--- src/larpix_pkg.sv ---
`default_nettype none

package larpix_pkg;

    ////////////////////////////////////////////////////////////
    // sizes
    ////////////////////////////////////////////////////////////
    localparam int NUMCHANNELS = 16;    // default channel count
    localparam int CHAN_ID_W   = 4;     // channel id bits
    localparam int CHIP_ID_W   = 8;     // chip id bits
    localparam int TIMESTAMP_W = 16;    // event timestamp bits
    localparam int WORDWIDTH   = 8;     // register width
    localparam int REGNUM      = 16;    // number of config registers
    localparam int FIFO_DEPTH  = 8;     // default event fifo depth

    ////////////////////////////////////////////////////////////
    // register map, multi-byte fields are lsb first
    ////////////////////////////////////////////////////////////
    localparam int REG_CHIP_ID         = 0;
    localparam int REG_TRIG_MODES      = 1;     // [0] cross en, [1] periodic en
    localparam int REG_PER_TRIG_CYC    = 2;     // 4 bytes, 2..5
    localparam int REG_CHANNEL_MASK    = 6;     // 6..7
    localparam int REG_EXT_TRIG_MASK   = 8;     // 8..9
    localparam int REG_CROSS_TRIG_MASK = 10;    // 10..11
    localparam int REG_PER_TRIG_MASK   = 12;    // 12..13

    typedef enum logic [1:0] {
        NATURAL  = 2'd0,    // highest priority
        EXTERNAL = 2'd1,
        CROSS    = 2'd2,
        PERIODIC = 2'd3     // lowest priority
    } trig_type_e;

    typedef struct packed {
        logic [3:0]           addr;     // register address
        logic [WORDWIDTH-1:0] data;     // byte to write
    } cfg_write_t;

    // masks: high bit disables the channel
    typedef struct packed {
        logic                   cross_en;
        logic                   periodic_en;
        logic [31:0]            per_trig_cyc;      // periodic period
        logic [NUMCHANNELS-1:0] channel_mask;
        logic [NUMCHANNELS-1:0] ext_trig_mask;
        logic [NUMCHANNELS-1:0] cross_trig_mask;
        logic [NUMCHANNELS-1:0] per_trig_mask;
    } trig_cfg_t;

    typedef struct packed {
        logic [CHIP_ID_W-1:0]   chip_id;
        logic [CHAN_ID_W-1:0]   channel_id;
        trig_type_e             trig_type;
        logic [TIMESTAMP_W-1:0] timestamp;   // cycle the trigger was seen
    } chan_event_t;

endpackage

`default_nettype wire

--- src/trigger_logic.sv ---
`default_nettype none

module trigger_logic #(
    parameter int NUMCHANNELS = larpix_pkg::NUMCHANNELS
) (
    input  logic                                        clk,
    input  logic                                        reset_i,
    input  logic [NUMCHANNELS-1:0]                      hit_i,              // discriminators
    input  logic                                        external_trigger_i, // async
    input  logic                                        per_pulse_i,
    input  larpix_pkg::trig_cfg_t                       trig_cfg_i,
    output logic [NUMCHANNELS-1:0]                      trig_valid_o,
    output larpix_pkg::trig_type_e [NUMCHANNELS-1:0]    trig_type_o
);

    logic                   ext_meta_q;     // first sync stage
    logic                   ext_sync_q;     // second sync stage
    logic                   cross_any;      // any natural hit, cross enabled
    logic [NUMCHANNELS-1:0] nat_hit;
    logic [NUMCHANNELS-1:0] ext_trig;
    logic [NUMCHANNELS-1:0] cross_trig;
    logic [NUMCHANNELS-1:0] per_trig;

    ////////////////////////////////////////////////////////////
    // source qualification
    ////////////////////////////////////////////////////////////
    always_comb begin
        nat_hit    = hit_i & ~trig_cfg_i.channel_mask;
        cross_any  = trig_cfg_i.cross_en & (|nat_hit);
        ext_trig   = {NUMCHANNELS{ext_sync_q}} & ~trig_cfg_i.ext_trig_mask
                     & ~trig_cfg_i.channel_mask;
        cross_trig = {NUMCHANNELS{cross_any}} & ~trig_cfg_i.cross_trig_mask
                     & ~trig_cfg_i.channel_mask;
        per_trig   = {NUMCHANNELS{per_pulse_i}} & ~trig_cfg_i.per_trig_mask
                     & ~trig_cfg_i.channel_mask;
    end

    always_ff @(posedge clk) begin
        if (reset_i) begin
            ext_meta_q   <= 1'b0;
            ext_sync_q   <= 1'b0;
            trig_valid_o <= '0;
            for (int i = 0; i < NUMCHANNELS; i++) begin
                trig_type_o[i] <= larpix_pkg::NATURAL;
            end
        end else begin
            ext_meta_q   <= external_trigger_i;
            ext_sync_q   <= ext_meta_q;
            trig_valid_o <= nat_hit | ext_trig | cross_trig | per_trig;
            for (int i = 0; i < NUMCHANNELS; i++) begin    // priority encode
                if (nat_hit[i])         trig_type_o[i] <= larpix_pkg::NATURAL;
                else if (ext_trig[i])   trig_type_o[i] <= larpix_pkg::EXTERNAL;
                else if (cross_trig[i]) trig_type_o[i] <= larpix_pkg::CROSS;
                else                    trig_type_o[i] <= larpix_pkg::PERIODIC;
            end
        end
    end

endmodule

`default_nettype wire

--- config.mk ---
export PLATFORM = sky130hd
export DESIGN_NAME = trigger_logic
export DESIGN_NICKNAME = d
export VERILOG_FILES = /design/src/larpix_pkg.sv /design/src/trigger_logic.sv
export SDC_FILE = /design/constraint.sdc
export NUM_CORES = 1
export LEC_CHECK = 0
export ABC_CLOCK_PERIOD_IN_PS = 2540
export BUFFER_PORTS_ARGS = -buffer_cell sky130_fd_sc_hd__buf_2
export CAP_MARGIN = 40
export CORE_ASPECT_RATIO = 1.4
export CORE_MARGIN = 3
export CORE_UTILIZATION = 43
export DETAILED_ROUTE_END_ITERATION = 16
export HOLD_SLACK_MARGIN = 0.03
export MAX_ROUTING_LAYER = met4
export PLACE_DENSITY = 0.95
export SLEW_MARGIN = 20
export SYNTH_ARGS = -nofsm -noshare
export SYNTH_HDL_FRONTEND = slang
export SYNTH_SLANG_ARGS = --single-unit
--- constraint.sdc ---
create_clock -name clk -period 2.54 [get_ports clk]
set_input_delay 0.508 -clock clk [delete_from_list [all_inputs] [get_ports clk]]
set_output_delay 0.508 -clock clk [all_outputs]
set_load 0.05 [all_outputs]
==> impl_summary.log, run 1 <==
[metrics] Logic pwr share: 0.270
[metrics] HPWL after detailed placement: 5.05 mm
[metrics] category of the worst setup path launch point: input pin
[metrics] antenna cells: 0
[metrics] setup bufs post-CTS: 0
[metrics] outcome: finished, final reports clean
[metrics] path type of the worst setup path: in2reg
[metrics] NetSw: 0.609 mW
[metrics] total number of clock tree sinks: 50
[metrics] maximum fanout along the worst path: 9
[metrics] yosys warns: 0
[metrics] CP arrival: 2000 ps
[metrics] Hold Path Class: in2reg
[metrics] length of the first detailed-routing pass in iterations: 4
[metrics] fraction of final layout cells sized beyond drive strength 1: 0.438
[metrics] Place WS: 423 ps
[metrics] final worst path period need: 1790 ps
[metrics] portion of netlist area occupied by mux cells: 0
[metrics] average via count per standard cell: 5.13
[metrics] sequential share of power: 0.470
[metrics] area of the die: 5950 um^2
[metrics] maximum buffer depth of the clock tree: 2
[metrics] Antenna Violating Nets Remaining: 0
[metrics] number of hold buffers added after CTS: 0
[metrics] wire length of the first global-routing pass: 10.4 mm
[metrics] final cycle utilization of the critical path: 0.704
[metrics] transition time at the pin with the least slew margin: 577 ps
[metrics] commonest non-fill, non-tap cell in the layout: sky130_fd_sc_hd__buf_2
[metrics] area delta synth->final: 37.4%
[metrics] worst ir drop on vdd: 0.362 mV
[metrics] largest net degree at the start of global routing: 31
[metrics] maximum level of the CTS H-tree: 2
[metrics] total DRC errors in the routed layout: 0
[metrics] final count of hold timing violations: 0
[metrics] worst skew pair latency: 290 ps
[metrics] Post-Synth XOR/XNOR Area: 0
[metrics] Crit path required time: 2750 ps
[metrics] Design Power: 1.82 mW
[metrics] # IOs: 166
[metrics] most frequent cells in the layout: sky130_fd_sc_hd__buf_2 (132), sky130_fd_sc_hd__dfxtp_1 (50), sky130_fd_sc_hd__nor2_1 (46), sky130_fd_sc_hd__nor2b_1 (35), sky130_fd_sc_hd__o31ai_1 (17)
[metrics] TritonCTS clock tree: built
[metrics] slack of the critical path: 753 ps
[metrics] DIE HEIGHT: 90.1 um
[metrics] setup clock skew after layout: 6.13 ps
[metrics] total negative setup slack: 0 ps
[metrics] Routability Congestion: 0.828
[metrics] number of standard cells after synthesis: 231
[metrics] total number of nets in the final design: 480
[metrics] cell-by-cell trace of the critical path: buf_2 > nor2b_1 > nor4_2 > nand4_2 > buf_4 > a311oi_2
[metrics] total number of vias: 2,190
[metrics] slowest stage delay, CP: 380 ps
[metrics] net count of the mapped netlist: 349
[metrics] number of cell rows: 30
[metrics] global-route congestion overflow total: 0
[metrics] vias in the first global route: 2,233
[metrics] PD cells: 610 nW/um^2
[metrics] Max Clk Rate: 560 MHz
[metrics] portion of the post-synthesis area used by sequential elements: 0.461
[metrics] count of buffers from port buffering: 132
[metrics] clock root buffer: sky130_fd_sc_hd__clkbuf_8
[metrics] clk slew on worst S/H paths: 90 ps
[metrics] routed wire length per instance: 15.1 um
[metrics] max-slew headroom at the worst pin: 0.615
[metrics] simple-gate share of the synthesized area: 0.292
[metrics] PostCTS Resize Cnt: 0
[metrics] starting utilization of the core area: 0.445
[metrics] slowest CP cell: sky130_fd_sc_hd__nor4_2
[metrics] leak pwr: 1.38 nW
[metrics] die outline width: 66.1 um
[metrics] number of endpoints failing setup at the final stage: 0
[metrics] Switching Fraction: 0.335
[metrics] Num CTS Buffers: 5
[metrics] complex-gate fraction of the synthesized area: 0.221
[metrics] Setup crit end kind: register
[metrics] Int Power: 1.21 mW
[metrics] Syn Std Cell Area: 2170 um^2
[metrics] RSZ-0062 raised after global routing: false
[metrics] number of DRC markers in iteration 0: 73
[metrics] number of storage elements in the synthesis netlist: 50
[metrics] Final Max Slew Viols: 0
[metrics] clock network power share: 0.260
[metrics] GRT Overall Usage: 0.231
[metrics] largest family of logic cells by synthesized area: simple AND/OR/NAND/NOR gates
[metrics] total wire length after detailed routing: 6.45 mm
[metrics] Post-Synth Adder-Cell Area: 0
[metrics] Netlist cell types: 18
[metrics] filler cell count in the final layout: 456
[metrics] max_cap viols: 0
[metrics] Floorplan Core Area: 4880 um^2
[metrics] average instance area after synthesis: 9.40 um^2
[metrics] antenna violations before repair: 0
## logic make-up (layout without fill, tap and decap cells)
kind of cell	count (synthesis)	count (layout)
AOI/OAI and AO/OA	50	50
buffers and inverters	13	145
DFF	50	50
and+or+nand+nor	118	118
## cells in the mapped netlist (all sizes together)
cell type	n	area, um^2
o31ai	17	128
nand2b	16	100
a211o	15	131
nor3	16	80.1
a41o	1	10.0
clkbuf	9	33.8
buf	3	20.0
inv	1	3.75
nand4	1	12.5
a311oi	16	203
a211oi	1	7.51
dfxtp	50	1000
nor2b	35	219
nor4	4	50.1
nor2	46	173
## through the flow
stage	instance area, um^2	utilization	hold WS [ps]	cells
global placement	2890	0.592	426	419
floorplan	2170	-	414	231
CTS	2980	0.612	394	427
detailed placement	2890	0.592	430	419
finish	2980	0.612	405	427
global route	2980	0.612	385	427
## power groups by stage
stage          clock network [mW]  logic (mW)  registers, mW
6_report                    0.472       0.492          0.855
5_1_grt                     0.519       0.524          0.859
4_1_cts                     0.489       0.494          0.856
3_5_place_dp                    0       0.493          0.874
3_3_place_gp                    0       0.483          0.872
2_1_floorplan                   0       0.132           1.07
## layout make-up
type / instances / area, um^2 / share of cell area
clock buffer: 6 / 82.6 / 0.0277
clock inverter: 2 / 12.5 / 0.00419
inverter: 1 / 3.75 / 0.00126
multi-input combinational: 168 / 1110 / 0.373
sequential: 50 / 1000 / 0.335
tap: 64 / 80.1 / 0.0268
timing repair buffer: 136 / 691 / 0.231
## state kept, by name, indices dropped and copies added (netlist names)
register	cells
ext_meta_q	1
trig_valid_o	16
ext_sync_q	1
trig_type_o	32
## layer usage
layer,track usage,vias to the layer above,part of all wire
met2,0.436,81,0.57
met5,-,-,0
met1,0.234,1010,0.36
met4,0.0729,0,0.016
li1,-,1091,-
met3,0.0350,8,0.055
## critical path, delay by kind of cell
kind                   cells  cell delay, ps
buffers and inverters      2             400
AO/OA/AOI/OAI              1             250
AND/OR/NAND/NOR            3             840
## worst paths after layout
path	start	endpoint	slack, ps	cells after the start
setup / recovery	hit_i[15]	trig_type_o[14]$_SDFF_PP0_	750	6
hold / removal	trig_cfg_i[22]	trig_valid_o[6]$_SDFF_PP0_	400	2
setup reg to reg	ext_sync_q$_SDFF_PP0_	trig_type_o[30]$_SDFF_PP0_	1080	3
hold reg to reg	ext_meta_q$_SDFF_PP0_	ext_sync_q$_SDFF_PP0_	450	1
Note: power is estimated with default switching activity, not from simulation.
==> inputs of run 2 (changes only) <==
--- a/config.mk
+++ b/config.mk
@@ -5,16 +5,16 @@
 export SDC_FILE = /design/constraint.sdc
 export NUM_CORES = 1
 export LEC_CHECK = 0
-export ABC_CLOCK_PERIOD_IN_PS = 2540
+export ABC_CLOCK_PERIOD_IN_PS = 1900
 export BUFFER_PORTS_ARGS = -buffer_cell sky130_fd_sc_hd__buf_2
 export CAP_MARGIN = 40
 export CORE_ASPECT_RATIO = 1.4
 export CORE_MARGIN = 3
-export CORE_UTILIZATION = 43
+export CORE_UTILIZATION = 40
 export DETAILED_ROUTE_END_ITERATION = 16
 export HOLD_SLACK_MARGIN = 0.03
 export MAX_ROUTING_LAYER = met4
-export PLACE_DENSITY = 0.95
+export PLACE_DENSITY = 0.91
 export SLEW_MARGIN = 20
 export SYNTH_ARGS = -nofsm -noshare
 export SYNTH_HDL_FRONTEND = slang
==> constraint.sdc (replaced) <==
create_clock -name clk -period 1.9 [get_ports clk]
set_input_delay 0.38 -clock clk [delete_from_list [all_inputs] [get_ports clk]]
set_output_delay 0.38 -clock clk [all_outputs]
set_load 0.05 [all_outputs]
==> impl_summary.log, run 2 (synthesized netlist as in run 1, its figures left out) <==
[metrics] maximum level of the CTS H-tree: 2
[metrics] global-route congestion overflow total: 0
[metrics] max-slew headroom at the worst pin: 0.617
[metrics] setup bufs post-CTS: 0
[metrics] Crit path required time: 2100 ps
[metrics] Setup crit end kind: register
[metrics] area of the die: 6360 um^2
[metrics] PD cells: 839 nW/um^2
[metrics] # IOs: 166
[metrics] Hold Path Class: in2reg
[metrics] Place WS: 177 ps
[metrics] worst skew pair latency: 290 ps
[metrics] registers with the highest flip-flop counts: trig_type_o (32), trig_valid_o (16)
[metrics] vias in the first global route: 2,175
[metrics] total number of nets in the final design: 483
[metrics] die outline width: 68.3 um
[metrics] flip-flop count of the largest register after layout: 32
[metrics] wire length of the first global-routing pass: 9.80 mm
[metrics] antenna cells: 0
[metrics] total number of clock tree sinks: 50
[metrics] count of buffering cells on the critical path with inverters included: 0
[metrics] max_cap viols: 0
[metrics] most frequent cells in the layout: sky130_fd_sc_hd__buf_2 (132), sky130_fd_sc_hd__dfxtp_1 (50), sky130_fd_sc_hd__nor2_1 (46), sky130_fd_sc_hd__nor2b_1 (35), sky130_fd_sc_hd__o31ai_1 (17)
[metrics] maximum fanout along the worst path: 16
[metrics] commonest non-fill, non-tap cell in the layout: sky130_fd_sc_hd__buf_2
[metrics] Final Max Slew Viols: 0
[metrics] area delta synth->final: 39.2%
[metrics] length of the first detailed-routing pass in iterations: 4
[metrics] GRT Overall Usage: 0.211
[metrics] total wire length after detailed routing: 6.45 mm
[metrics] slowest CP cell: sky130_fd_sc_hd__dfxtp_1
[metrics] starting utilization of the core area: 0.418
[metrics] final cycle utilization of the critical path: 0.757
[metrics] clock root buffer: sky130_fd_sc_hd__clkbuf_8
[metrics] path type of the worst setup path: reg2reg
[metrics] DIE HEIGHT: 93.2 um
[metrics] fraction of final layout cells sized beyond drive strength 1: 0.440
[metrics] category of the worst setup path launch point: register
[metrics] largest net degree at the start of global routing: 27
[metrics] number of cell rows: 31
[metrics] antenna violations before repair: 0
[metrics] PostCTS Resize Cnt: 0
[metrics] average via count per standard cell: 5.14
[metrics] Floorplan Core Area: 5200 um^2
[metrics] RSZ-0062 raised after global routing: false
[metrics] number of hold buffers added after CTS: 0
[metrics] cell-by-cell trace of the critical path: nor2b_1 > nor2_1 > a211o_1 > o31ai_1
[metrics] TritonCTS clock tree: built
[metrics] clk slew on worst S/H paths: 90 ps
[metrics] Num CTS Buffers: 5
[metrics] HPWL after detailed placement: 5.08 mm
[metrics] number of DRC markers in iteration 0: 65
[metrics] CP arrival: 1640 ps
[metrics] worst ir drop on vdd: 0.449 mV
[metrics] routed wire length per instance: 14.9 um
[metrics] share of the core filled with cells: 0.582
[metrics] total negative setup slack: 0 ps
[metrics] number of endpoints failing setup at the final stage: 0
[metrics] Max Clk Rate: 696 MHz
[metrics] count of buffers from port buffering: 132
[metrics] leak pwr: 1.40 nW
[metrics] total DRC errors in the routed layout: 0
[metrics] Routability Congestion: 0.793
[metrics] final count of hold timing violations: 0
[metrics] final worst path period need: 1440 ps
[metrics] total number of vias: 2,220
[metrics] setup clock skew after layout: 2.90 ps
[metrics] slack of the critical path: 462 ps
[metrics] cell family with most CP delay: flip-flops
[metrics] slowest stage delay, CP: 690 ps
[metrics] maximum buffer depth of the clock tree: 2
[metrics] transition time at the pin with the least slew margin: 574 ps
[metrics] Worst Hold Margin: 277 ps
[metrics] Top reg by flops: trig_type_o
[metrics] outcome: finished, final reports clean
[metrics] Antenna Violating Nets Remaining: 0
[metrics] Design Power: 2.54 mW
## run 2: power by group
part | internal [mW] | switching (mW)
combinational | 0.206 | 0.453
sequential | 1.12 | 0.0215
clock | 0.393 | 0.344
total | 1.72 | 0.818
## run 2: path summary, 6_finish.rpt
| kind | from | to | slack (ps) | cells past startpoint |
|---|---|---|---|---|
| worst min register to register | ext_meta_q$_SDFF_PP0_ | ext_sync_q$_SDFF_PP0_ | 460 | 1 |
| worst max register to register | ext_sync_q$_SDFF_PP0_ | trig_valid_o[14]$_SDFF_PP0_ | 460 | 4 |
| worst max-delay path | ext_sync_q$_SDFF_PP0_ | trig_valid_o[14]$_SDFF_PP0_ | 460 | 4 |
| worst min-delay path | trig_cfg_i[28] | trig_valid_o[12]$_SDFF_PP0_ | 280 | 2 |
## run 2: final cells by class
cell class / instances / area (um^2)
Fill cell: 473 / 2170
Multi-Input combinational cell: 168 / 1110
Sequential cell: 50 / 1000
Timing Repair Buffer: 139 / 713
Tap cell: 66 / 82.6
Clock buffer: 6 / 72.6
Clock inverter: 2 / 37.5
Inverter: 1 / 3.75
## run 2: through the flow
stage,instance area [um^2],instances
after floorplan,2170,231
after global placement,2910,424
after detailed placement,2910,424
after CTS,3020,432
after global routing,3020,432
final,3020,432
## run 2: routing by layer
layer  GRT usage  wire (um)
met5           -          0
met4      0.0746        134
met3      0.0457        436
met2       0.381       3510
met1       0.217       2370
==> inputs of run 3 (changes only) <==
--- a/config.mk
+++ b/config.mk
@@ -5,7 +5,7 @@
 export SDC_FILE = /design/constraint.sdc
 export NUM_CORES = 1
 export LEC_CHECK = 0
-export ABC_CLOCK_PERIOD_IN_PS = 1900
+export ABC_CLOCK_PERIOD_IN_PS = 1500
 export BUFFER_PORTS_ARGS = -buffer_cell sky130_fd_sc_hd__buf_2
 export CAP_MARGIN = 40
 export CORE_ASPECT_RATIO = 1.4
==> constraint.sdc (replaced) <==
create_clock -name clk -period 1.5 [get_ports clk]
set_input_delay 0.3 -clock clk [delete_from_list [all_inputs] [get_ports clk]]
set_output_delay 0.3 -clock clk [all_outputs]
set_load 0.05 [all_outputs]
==> impl_summary.log, run 3 (synthesized netlist as in run 1, its figures left out) <==
[metrics] outcome: finished, final reports clean
[metrics] antenna violations before repair: 0
[metrics] number of cells on the worst reg-to-reg path: 5
[metrics] critical register-to-register path endpoint: trig_valid_o[6]$_SDFF_PP0_
[metrics] TritonCTS clock tree: built
[metrics] transition time at the pin with the least slew margin: 395 ps
[metrics] area of the die: 6360 um^2
[metrics] setup bufs post-CTS: 0
[metrics] area delta synth->final: 46.4%
[metrics] PostCTS Resize Cnt: 0
[metrics] starting utilization of the core area: 0.418
[metrics] count of buffers from port buffering: 132
[metrics] average via count per standard cell: 5.11
[metrics] clock root buffer: sky130_fd_sc_hd__clkbuf_8
[metrics] total number of vias: 2,315
[metrics] most frequent cells in the layout: sky130_fd_sc_hd__buf_2 (132), sky130_fd_sc_hd__dfxtp_1 (50), sky130_fd_sc_hd__nor2_1 (46), sky130_fd_sc_hd__nor2b_1 (35), sky130_fd_sc_hd__buf_4 (28)
[metrics] number of cell rows: 31
[metrics] Int Power: 2.21 mW
[metrics] max_cap viols: 0
[metrics] path type of the worst setup path: in2reg
[metrics] Max Clk Rate: 744 MHz
[metrics] length of the first detailed-routing pass in iterations: 4
[metrics] RSZ-0062 raised after global routing: false
[metrics] Crit path required time: 1710 ps
[metrics] sequential share of power: 0.443
[metrics] leak pwr: 1.51 nW
[metrics] clock network power share: 0.288
[metrics] total negative setup slack: 0 ps
[metrics] setup clock skew after layout: 4.50 ps
[metrics] maximum fanout along the worst path: 8
[metrics] Top reg by flops: trig_type_o
[metrics] r2r startpoint: ext_sync_q$_SDFF_PP0_
[metrics] global-route congestion overflow total: 0
[metrics] register-to-register setup slack: 310 ps
[metrics] number of hold buffers added after CTS: 0
[metrics] GR Layer Usage met1: 0.211
[metrics] category of the worst setup path launch point: input pin
[metrics] Routability Congestion: 0.847
[metrics] maximum level of the CTS H-tree: 2
[metrics] Final Max Slew Viols: 0
[metrics] worst skew pair latency: 300 ps
[metrics] share of the core filled with cells: 0.612
[metrics] die outline width: 68.3 um
[metrics] Logic pwr share: 0.270
[metrics] endpoint of the worst hold-timing path: trig_valid_o[9]$_SDFF_PP0_
[metrics] Place WS: -170 ps
[metrics] HPWL after detailed placement: 5.36 mm
[metrics] number of DRC markers in iteration 0: 85
[metrics] final cycle utilization of the critical path: 0.896
[metrics] Switching Fraction: 0.324
[metrics] Hold Crit Depth: 2
[metrics] clk slew on worst S/H paths: 90 ps
[metrics] total number of clock tree sinks: 50
[metrics] routed wire length per instance: 14.8 um
[metrics] global-route track usage on met2: 0.397
[metrics] largest net degree at the start of global routing: 28
[metrics] Floorplan Core Area: 5200 um^2
[metrics] final count of hold timing violations: 0
[metrics] Most Used Layer, Global Route: met2
[metrics] final worst path period need: 1340 ps
[metrics] Num CTS Buffers: 5
[metrics] registers with the highest flip-flop counts: trig_type_o (32), trig_valid_o (16)
[metrics] worst ir drop on vdd: 0.597 mV
[metrics] PD cells: 1030 nW/um^2
[metrics] filler cell count in the final layout: 458
[metrics] startpoint of the worst hold path: trig_cfg_i[25]
[metrics] NetSw: 1.06 mW
[metrics] Hold Path Class: in2reg
[metrics] GRT Overall Usage: 0.214
[metrics] wire length of the first global-routing pass: 9.93 mm
[metrics] DIE HEIGHT: 93.2 um
[metrics] max-slew headroom at the worst pin: 0.737
[metrics] # IOs: 166
[metrics] total DRC errors in the routed layout: 0
[metrics] total number of nets in the final design: 504
[metrics] fraction of final layout cells sized beyond drive strength 1: 0.473
[metrics] Setup crit end kind: register
[metrics] antenna cells: 0
[metrics] CP arrival: 1550 ps
[metrics] number of endpoints failing setup at the final stage: 0
[metrics] vias in the first global route: 2,267
[metrics] flip-flop count of the largest register after layout: 32
[metrics] maximum buffer depth of the clock tree: 2
[metrics] total wire length after detailed routing: 6.71 mm
[metrics] commonest non-fill, non-tap cell in the layout: sky130_fd_sc_hd__buf_2
[metrics] Antenna Violating Nets Remaining: 0
[metrics] grt met3 use: 0.0433
[metrics] slack of the critical path: 155 ps
[run 3: cell types whose count changed in the layout (fill, tap and decap cells not counted), sizes merged]
cell and delta:
buf +21, clkbuf -1, clkinv +2, clkinvlp -1
[run 3: through the flow]
stage	cell area (um^2)	cells	hold WS, ps	total power, mW
after global routing	3180	453	188	3.39
after floorplan	2170	231	403	2.03
after detailed placement	3070	445	459	2.36
after CTS	3180	453	185	3.29
final	3180	453	192	3.26
after global placement	3070	445	441	2.34
[run 3: worst max path at each step]
stage | from | slack, ps | end | depth (start not counted)
after global routing | hit_i[6] | 20 | trig_type_o[28]$_SDFF_PP0_ | 6
after global placement | hit_i[6] | -130 | trig_type_o[26]$_SDFF_PP0_ | 6
after floorplan | hit_i[3] | 20 | trig_valid_o[15]$_SDFF_PP0_ | 5
after detailed placement | hit_i[15] | -170 | trig_type_o[26]$_SDFF_PP0_ | 6
final | hit_i[15] | 160 | trig_type_o[26]$_SDFF_PP0_ | 6
after CTS | hit_i[15] | 140 | trig_type_o[26]$_SDFF_PP0_ | 6
[run 3: critical path, stage by stage]
cell and delay [ps]:
sky130_fd_sc_hd__buf_2 110, sky130_fd_sc_hd__nor2b_1 170, sky130_fd_sc_hd__nor4_2 370, sky130_fd_sc_hd__nand4_2 130
sky130_fd_sc_hd__buf_4 200, sky130_fd_sc_hd__a311oi_1 260
[run 3: area by class of cell]
type                            count  area [um^2]  share of cell area
Multi-Input combinational cell    168         1110               0.350
Sequential cell                    50         1000               0.315
Clock buffer                        5         68.8              0.0216
Clock inverter                      3         40.0              0.0126
Tap cell                           66         82.6              0.0260
Timing Repair Buffer              160          871               0.274
Inverter                            1         3.75             0.00118
[run 3: routing by layer]
metal,up-vias,part of all wire
li1,1140,-
met2,85,0.56
met4,0,0.019
met5,-,0
met1,1080,0.36
met3,10,0.064
[run 3: power by group through the flow]
stage	Combinational (mW)	Clock, mW	Sequential, mW
finish	0.881	0.939	1.44
CTS	0.886	0.955	1.45
global route	0.937	0.999	1.45
floorplan	0.223	0	1.81
detailed placement	0.885	0	1.48
global placement	0.869	0	1.47
